$ cat src/common/mips_cfg.svh
`ifndef MIPS_CFG_SVH
`define MIPS_CFG_SVH

// primary opcodes, instr[31:26]
`define OP_RTYPE 6'h00
`define OP_J     6'h02
`define OP_BEQ   6'h04
`define OP_BNE   6'h05
`define OP_ADDI  6'h08
`define OP_SLTI  6'h0a
`define OP_ANDI  6'h0c
`define OP_ORI   6'h0d
`define OP_XORI  6'h0e
`define OP_LUI   6'h0f
`define OP_LW    6'h23
`define OP_SW    6'h2b

// r-type function codes, instr[5:0]
`define FN_ADD 6'h20
`define FN_SUB 6'h22
`define FN_AND 6'h24
`define FN_OR  6'h25
`define FN_XOR 6'h26
`define FN_SLT 6'h2a

// storage sizes
`define DMEM_WORDS 64
`define NUM_REGS   32

`endif

$ cat src/common/mips_pkg.sv
`default_nettype none

package mips_pkg;

	typedef logic [31:0] word_t;
	typedef logic [4:0]  reg_idx_t;
	typedef logic [5:0]  opcode_t;
	typedef logic [5:0]  funct_t;
	typedef logic [15:0] imm16_t;
	typedef logic [25:0] jidx_t;

	// eq and ne only feed branch resolution
	typedef enum logic [3:0] {
		alu_add,
		alu_sub,
		alu_and,
		alu_or,
		alu_xor,
		alu_slt,
		alu_lui,
		alu_eq,
		alu_ne
	} alu_op_t;

	typedef struct packed {
		logic    regwrite;
		logic    memtoreg;
		logic    memread;
		logic    memwrite;
		logic    isbranch;
		logic    isjump;
		logic    regdst;
		logic    alusrc;
		alu_op_t aluop;
	} ctrl_t;

	typedef struct packed {
		logic  valid;
		word_t pc;
		word_t instr;
	} if_id_t;

	typedef struct packed {
		logic     valid;
		ctrl_t    ctrl;
		word_t    pc;
		reg_idx_t rs;
		reg_idx_t rt;
		reg_idx_t dest;
		word_t    rs_val;
		word_t    rt_val;
		word_t    imm;
		jidx_t    jidx;
	} id_ex_t;

	typedef struct packed {
		logic     valid;
		logic     regwrite;
		logic     memtoreg;
		logic     memread;
		logic     memwrite;
		reg_idx_t dest;
		// alu value, or the byte address for loads and stores
		word_t    result;
		word_t    store_data;
	} ex_mem_t;

	typedef struct packed {
		logic     en;
		reg_idx_t dest;
		word_t    data;
	} wb_t;

endpackage

`default_nettype wire

$ cat src/decode/control.sv
`timescale 1ns/1ps
`default_nettype none

`include "mips_cfg.svh"

module control (
	input  wire  mips_pkg::opcode_t opcode,
	input  wire  mips_pkg::funct_t  funct,
	output mips_pkg::ctrl_t         ctrl
);

	import mips_pkg::*;

	always_comb begin
		// everything off is a bubble
		ctrl       = '0;
		ctrl.aluop = alu_add;
		case (opcode)
			`OP_RTYPE: begin
				ctrl.regdst = 1'b1;
				ctrl.regwrite = 1'b1;
				case (funct)
					`FN_ADD: ctrl.aluop = alu_add;
					`FN_SUB: ctrl.aluop = alu_sub;
					`FN_AND: ctrl.aluop = alu_and;
					`FN_OR:  ctrl.aluop = alu_or;
					`FN_XOR: ctrl.aluop = alu_xor;
					`FN_SLT: ctrl.aluop = alu_slt;
					// unlisted funct, so sll $0,$0,0 lands here as a no-op
					default: begin
						ctrl.regdst   = 1'b0;
						ctrl.regwrite = 1'b0;
					end
				endcase
			end
			`OP_ADDI: begin
				ctrl.regwrite = 1'b1;
				ctrl.alusrc   = 1'b1;
			end
			`OP_LW: begin
				ctrl.regwrite = 1'b1;
				ctrl.memtoreg = 1'b1;
				ctrl.memread  = 1'b1;
				ctrl.alusrc   = 1'b1;
			end
			`OP_SW: begin
				ctrl.memwrite = 1'b1;
				ctrl.alusrc   = 1'b1;
			end
			`OP_J: ctrl.isjump = 1'b1;
			`OP_ANDI: begin
				ctrl.regwrite = 1'b1;
				ctrl.alusrc   = 1'b1;
				ctrl.aluop    = alu_and;
			end
			`OP_ORI: begin
				ctrl.regwrite = 1'b1;
				ctrl.alusrc   = 1'b1;
				ctrl.aluop    = alu_or;
			end
			`OP_XORI: begin
				ctrl.regwrite = 1'b1;
				ctrl.alusrc   = 1'b1;
				ctrl.aluop    = alu_xor;
			end
			`OP_SLTI: begin
				ctrl.regwrite = 1'b1;
				ctrl.alusrc   = 1'b1;
				ctrl.aluop    = alu_slt;
			end
			`OP_BEQ: begin
				ctrl.isbranch = 1'b1;
				ctrl.aluop    = alu_eq;
			end
			`OP_BNE: begin
				ctrl.isbranch = 1'b1;
				ctrl.aluop    = alu_ne;
			end
			`OP_LUI: begin
				ctrl.regwrite = 1'b1;
				ctrl.alusrc   = 1'b1;
				ctrl.aluop    = alu_lui;
			end
			default: ;
		endcase
	end

endmodule

`default_nettype wire

$ cat src/decode/reg_file.sv
`timescale 1ns/1ps
`default_nettype none

`include "mips_cfg.svh"

module reg_file (
	input  wire                     clk,
	input  wire                     arst_n,
	input  wire  mips_pkg::reg_idx_t rs,
	input  wire  mips_pkg::reg_idx_t rt,
	output mips_pkg::word_t         rs_val,
	output mips_pkg::word_t         rt_val,
	input  wire  mips_pkg::wb_t     wb
);

	import mips_pkg::*;

	word_t regs [`NUM_REGS];

	always_ff @(posedge clk or negedge arst_n) begin
		if (!arst_n) begin
			for (int i = 0; i < `NUM_REGS; i++) begin
				regs[i] <= '0;
			end
		end else if (wb.en && wb.dest != '0) begin
			regs[wb.dest] <= wb.data;
		end
	end

	// write-through so decode sees this cycle's writeback
	always_comb begin
		if (rs == '0)                      rs_val = '0;
		else if (wb.en && wb.dest == rs)   rs_val = wb.data;
		else                               rs_val = regs[rs];
		if (rt == '0)                      rt_val = '0;
		else if (wb.en && wb.dest == rt)   rt_val = wb.data;
		else                               rt_val = regs[rt];
	end

endmodule

`default_nettype wire

$ cat src/decode/decode_stage.sv
`timescale 1ns/1ps
`default_nettype none

module decode_stage (
	input  wire                    clk,
	input  wire                    arst_n,
	input  wire  mips_pkg::if_id_t if_id,
	input  wire                    redirect,
	input  wire  mips_pkg::wb_t    wb,
	output logic                   stall,
	output mips_pkg::id_ex_t       id_ex
);

	import mips_pkg::*;

	reg_idx_t rs;
	reg_idx_t rt;
	reg_idx_t rd;
	imm16_t   imm16;
	ctrl_t    ctrl;
	word_t    rs_val;
	word_t    rt_val;
	logic     zext;
	id_ex_t   id_ex_d;

	assign rs    = if_id.instr[25:21];
	assign rt    = if_id.instr[20:16];
	assign rd    = if_id.instr[15:11];
	assign imm16 = if_id.instr[15:0];

	control u_control (
		.opcode (if_id.instr[31:26]),
		.funct  (if_id.instr[5:0]),
		.ctrl   (ctrl)
	);

	reg_file u_reg_file (
		.clk    (clk),
		.arst_n (arst_n),
		.rs     (rs),
		.rt     (rt),
		.rs_val (rs_val),
		.rt_val (rt_val),
		.wb     (wb)
	);

	// logical immediates are zero-extended
	assign zext = ctrl.alusrc && (ctrl.aluop inside {alu_and, alu_or, alu_xor});

	// load in execute feeding the instruction in decode
	assign stall = if_id.valid && id_ex.valid && id_ex.ctrl.memread &&
		id_ex.dest != '0 && (id_ex.dest == rs || id_ex.dest == rt);

	always_comb begin
		id_ex_d.valid  = if_id.valid && !stall && !redirect;
		id_ex_d.ctrl   = ctrl;
		id_ex_d.pc     = if_id.pc;
		id_ex_d.rs     = rs;
		id_ex_d.rt     = rt;
		id_ex_d.dest   = ctrl.regdst ? rd : rt;
		id_ex_d.rs_val = rs_val;
		id_ex_d.rt_val = rt_val;
		id_ex_d.imm    = zext ? {16'h0, imm16} : {{16{imm16[15]}}, imm16};
		id_ex_d.jidx   = if_id.instr[25:0];
	end

	always_ff @(posedge clk or negedge arst_n) begin
		if (!arst_n) id_ex <= '0;
		else         id_ex <= id_ex_d;
	end

endmodule

`default_nettype wire

$ cat config.mk
export PLATFORM = sky130hd
export DESIGN_NAME = decode_stage
export DESIGN_NICKNAME = d
export VERILOG_FILES = /design/src/common/mips_pkg.sv /design/src/decode/control.sv /design/src/decode/reg_file.sv /design/src/decode/decode_stage.sv
export VERILOG_INCLUDE_DIRS = /design/src /design/src/common
export SDC_FILE = /design/constraint.sdc
export NUM_CORES = 2
export LEC_CHECK = 0
export BUFFER_PORTS_ARGS = -buffer_cell sky130_fd_sc_hd__buf_2
export CAP_MARGIN = 20
export CORE_MARGIN = 5
export CORE_UTILIZATION = 55
export CTS_CLUSTER_SIZE = 10
export DETAILED_ROUTE_END_ITERATION = 6
export PLACE_DENSITY = 0.73
export SETUP_SLACK_MARGIN = 0.05
export SLEW_MARGIN = 30
export SYNTH_ARGS = -nofsm -noshare
export SYNTH_HDL_FRONTEND = slang
export SYNTH_HIERARCHICAL = 1
export SYNTH_SLANG_ARGS = --single-unit
export TNS_END_PERCENT = 5
$ cat constraint.sdc
create_clock -name clk -period 4.42 [get_ports clk]
set_clock_uncertainty 0.2 [all_clocks]
set_input_delay 0.442 -clock clk [delete_from_list [all_inputs] [get_ports clk]]
set_output_delay 0.442 -clock clk [all_outputs]
set_load 0.05 [all_outputs]
Word level (Yosys, flattened, before mapping)
Cells that the tools add are included.
{"block": "classes", "magnitude_cmp": 4, "n_eq_ne": 24, "n_mux": 25, "bitwise_logic": 3, "reduce_logical": 24}
{"cell": "bitwise mux 1024 bit", "count": 1}
{"cell": "binary-select mux 32 bit (select 5 bit)", "count": 2}
{"cell": "2-to-1 mux 32 bit", "count": 10}
{"cell": "demux 32 bit (select 5 bit)", "count": 1}
{"cell": "equality test 6 bit (second input constant)", "count": 8}
{"cell": "equality test 6 x 4 -> 1 bit (second input constant)", "count": 6}
{"cell": "case mux 4 bit (8 select lines)", "count": 1}
{"cell": "equality test 5 bit", "count": 4}
{"cell": "greater-or-equal comparator 6 bit (second input constant)", "count": 3}
{"cell": "NOT 5 -> 6 bit", "count": 3}
{"cell": "case mux 3 bit (5 select lines)", "count": 1}
{"cell": "equality test 6 x 3 -> 1 bit (second input constant)", "count": 2}
{"cell": "logical AND 1 bit", "count": 11}
{"cell": "logical NOT 5 bit", "count": 2}
{"cell": "nonzero test 5 bit", "count": 2}
{"cell": "equality test 4 x 2 -> 1 bit (second input constant)", "count": 2}
{"cell": "OR reduction 8 bit", "count": 1}
{"cell": "OR reduction 7 bit", "count": 1}
{"cell": "equality test 6 x 2 -> 1 bit (second input constant)", "count": 1}
{"cell": "logical NOT 6 bit", "count": 1}
{"cell": "< comparator 6 x 1 -> 1 bit (second input constant)", "count": 1}
{"cell": "2-to-1 mux 1 bit", "count": 6}
{"cell": "OR reduction 6 bit", "count": 1}
{"cell": "2-to-1 mux 5 bit", "count": 1}
{"cell": "other kinds (7)", "count": 8}
{"block": "totals", "regBits": 1206, "inputBits": 106, "output_inout_bits": 183, "elab_cells": 130}

Logic depth before layout (Yosys ltp)
{"block": "logic_depth", "ltp_word": 7, "mapped_depth": 9, "depth_no_buf": 7}

Cells and area by module
The synthesis kept the hierarchy.
{"mod": "reg_file", "n_inst": 1, "cells_per_inst": 3866, "area_each_um2": 55169.2, "seq_area_each_um2": 25624.6}
{"mod": "decode_stage", "n_inst": 1, "cells_per_inst": 211, "area_each_um2": 4076.4, "seq_area_each_um2": 3528.4}
{"mod": "control", "n_inst": 1, "cells_per_inst": 45, "area_each_um2": 321.6, "seq_area_each_um2": 0.0}

Worst setup path after synthesis
OpenSTA, ideal clock, no wires.
{"block": "synth_path", "path_type": "register to output", "from": "register id_ex[122] in the netlist's numbering", "to": "output port stall", "t_arrival_ns": 2.294, "required_time_ns": 3.778, "setup_slack_ns": 1.484, "path_stages_with_launch": 5, "path_buffers": 0, "cell_sequence": "dfrtp_1 -> xor2_1 -> nor3_1 -> a22oi_1 -> nor3b_1"}
{"block": "synth_between", "elab_chain_len": 3, "word_cells_on_any_way": 6, "classes_between": "eq/ne: 2; reduce/logical: 4"}
{"element": "start: declaration", "line": "decode_stage.sv:11", "rtl": "output mips_pkg::id_ex_t id_ex"}
{"element": "start signal: assignment", "line": "decode_stage.sv:69", "rtl": "else id_ex <= id_ex_d;"}
{"element": "equality test 5 bit or nonzero test 5 bit (tied branches)", "line": "decode_stage.sv:52", "rtl": "id_ex.dest != '0 && (id_ex.dest == rs || id_ex.dest == rt);"}
{"element": "logical OR 1 bit or logical AND 1 bit (tied branches)", "line": "decode_stage.sv:52, decode_stage.sv:51"}
{"element": "logical AND 1 bit (*)", "line": "decode_stage.sv:52"}
{"element": "end: declaration", "line": "decode_stage.sv:10", "rtl": "output logic stall,"}
Mark *: on every way between the ends. The rest lies on a longest branch, timed or not.

Final worst setup path
{"block": "layout_path", "from": "input port if_id[17] in the netlist's numbering", "to": "output port stall"}
{"block": "layout_between", "elab_chain_len": 3}
{"element": "start: declaration", "line": "decode_stage.sv:7", "rtl": "input wire mips_pkg::if_id_t if_id,"}
{"element": "equality test 5 bit", "line": "decode_stage.sv:52"}
{"element": "logical OR 1 bit", "line": "decode_stage.sv:52"}
{"element": "logical AND 1 bit", "line": "decode_stage.sv:52"}
Every way passes these cells.

==> flow_summary_export.csv <==
group,metric,value,unit
floorplan,dieArea,115000,sq um
yosys,yosys.area.top_type,"dfrtp_1",
floorplan,core,107000,sq um
drt,vias,40400,
yosys,synth-main-ff-cell,"dfrtp_1",
final_layout,multi_input_area,28200,sq um
yosys,ys_top_cells_by_area,"dfrtp_1 49%, mux2_2 20%, mux4_2 14%, mux2i_1 4.5%, clkbuf_1 1.4%",
drt,via_per_inst,7.05,
global_route,first_global_vias,41000,
sta,setup_viol,0,
sta,tns,0,ps
sta,hold_viol,0,
placement,dpl_worst_slack,1140,ps
final_layout,fin_nets,4384,
worst_setup_path,critical_path_required,3780,ps
worst_setup_path,cp_max_fo,92,
sta,fmax,0.300,GHz
drt,drc_errors,0,
sta,fin_crit,3340,ps
floorplan,die_h,339,um
cts,clk_path_buf_depth,3,
final_layout,final_common_cell,"dfrtp_1",
cts,htree_num_levels,4,
final_layout,fillCellCount,7908,
placement,portBuffers,288,
pwr,p_switching,0.00876,W
final_layout,final_cell_mix,"1165 x dfrtp_1, 1032 x mux2_2, 369 x mux4_2, 278 x buf_2, 269 x mux2i_1",
pwr,combPwrFrac,20.3,%
pwr,ir_drop,310,uV
sta,setup_ws,1080,ps
cts,cts_tree,"built",
global_route,antenna_found_initial,13,
global_route,grt_use_total,33.1,%
worst_setup_path,worst_setup_path_start_kind,"primary input",
worst_setup_path,crit_type,"in2out",
placement,gp_congestion,0.868,
pwr,sw_frac_of_total,28.5,%
yosys,synth.distinct_cells,70,
drt,drtIter0Drc,4604,
yosys,async_reset_ff_share,100,%
cts,cts_resized,0,
yosys,syn_inst,4122,
pwr,power.density,459,nW/um^2
cts,cts.sinks,1165,
worst_setup_path,cpMaxStageDelayCell,"buf_8",
worst_setup_path,cp_cell_sequence,"dlygate4sd3_1 -> buf_8 -> xor2_1 -> nor3_1 -> a22oi_1 -> nor3b_1 -> buf_2",
final_layout,drive_gt1_share,47.6,%
pwr,p_seq_share,46.0,%
drt,wirelength,193000,um
cts,clkTransAtPathRegs,50,ps
job,cap_viol_max_count,0,
drt,antenna_left,0,
yosys,syn_nets,4228,
worst_setup_path,cp-end-kind,"output pin",
final_layout,area_growth,12.3,%
yosys,synth.avg_cell_area,14.5,sq um
worst_setup_path,cp_slowest_stage_delay,650,ps
sta,finalCritPeriodShare,75.5,%
outcome,outcome,"finished, final reports clean",
pwr,p_leak,29.6,nW
cts,cts_root_buffer,"clkbuf_16",
cts,numCtsBuffers,138,
pwr,internal_power,0.0219,W
pwr,clkPwrFrac,33.7,%
floorplan,die_w,339,um
worst_setup_path,cp.arrival,2700,ps
floorplan,num_rows,120,
sta,holdWs,52.5,ps
drt,wire_per_inst,33.6,um
cts,clkLatencyLatePin,740,ps
sta,slew_headroom,30.9,%
yosys,seq_area_frac_synth,48.9,%
final_layout,post-route-util,62.3,%
final_layout,regArea,29200,sq um
global_route,grt_max_degree,124,
global_route,grt_pass1_wl,283000,um
placement,dpl.hpwl,113000,um
yosys,synth-edff-count,0,
yosys,yosys_warnings,6,
yosys,synth_top_area_share,48.9,%
floorplan,start_util,55.5,%
drt,dr.pass1.iters,6,
yosys,syn_area,59600,sq um
sta,tightest_slew,1030,ps
sta,slew_viol_final,0,
yosys,ys_seq_elements,1165,
sta,rsz0062_at_grt,"no",
floorplan,io-pin-count,289,
global_route,gr-total-overflow,0,
min_path,holdCritPathClass,"in2reg",
==> metrics by stage <==
stage	power, W	instances	instance area (sq um)
after CTS	0.0307	5719	66800
after floorplan	0.0184	4122	59600
after global routing	0.0318	5720	66800
final	0.0307	5728	66900
after detailed placement	0.0203	5471	62200
after global placement	0.0201	5471	62200
==> cell usage after synthesis, types with 45 or more instances <==
cell and number:
a211oi_1 45, a21oi_1 48, buf_1 56, buf_2 116, buf_4 60, clkbuf_1 227, dfrtp_1 1165, mux2_2 1032
mux2i_1 269, mux4_2 369, nand2_1 133, nor2_1 70, nor3_1 52, o21ai_0 99, o22ai_1 58
==> path summary, 6_finish.rpt <==
path	endpoint	slack (ps)	from	depth (start not counted)
min	id_ex[58]	50	wb[0]	3
max	stall	1080	if_id[17]	7
max reg2reg	id_ex[119]	2280	u_reg_file/regs[701]	5
max in group asynchronous	id_ex[10]	2670	arst_n	3
min reg2reg	u_reg_file/regs[1013]	190	u_reg_file/regs[1013]	0
min in group asynchronous	id_ex[114]	120	arst_n	2
==> layer usage <==
layer	share of wire (%)	global-route usage [%]
met4	4.8	13.9
met3	11	9.44
met2	45	49.4
met1	39	46.0
met5	0.059	0
==> final cells by class <==
class,count,share of cell area (%)
sequential,1165,43.6
multi-input combinational,2468,42.2
clock buffer,169,5.65
timing repair buffer,499,5.62
tap,1403,2.63
clock inverter,9,0.193
inverter,6,0.0337
antenna,9,0.0337
==> power groups by stage <==
stage / Clock [W] / Sequential (W) / Combinational (W)
2_1_floorplan: 0 / 0.0141 / 0.00428
3_3_place_gp: 0 / 0.0141 / 0.00597
3_5_place_dp: 0 / 0.0142 / 0.00612
4_1_cts: 0.0105 / 0.0140 / 0.00620
5_1_grt: 0.0109 / 0.0143 / 0.00662
6_report: 0.0103 / 0.0141 / 0.00623
==> state kept, by name, indices dropped and copies added, names as in the netlist <==
signal / count
u_reg_file/regs: 1024
id_ex: 141
==> critical path: cells and delay by family <==
family,cells,cell delay (ps)
xor+xnor,1,150
compound gates,1,140
buf+inv,3,1510
simple gates,2,400
==> repair_timing <==
action | CTS | global route
setup buffers | 0 | 0
hold buffers | 70 | 0
hold endpoints to repair | 159 | 0
setup endpoints to repair | 0 | 0
==> cells by family after synthesis <==
logic type / after synthesis / share of synthesized area (%)
compound gates: 414 / 4.88
xor+xnor: 21 / 0.309
buf+inv: 489 / 4.05
flops: 1165 / 48.9
mux: 1696 / 39.1
simple gates: 337 / 2.72
No activity file was read; power rests on OpenSTA's default activity.
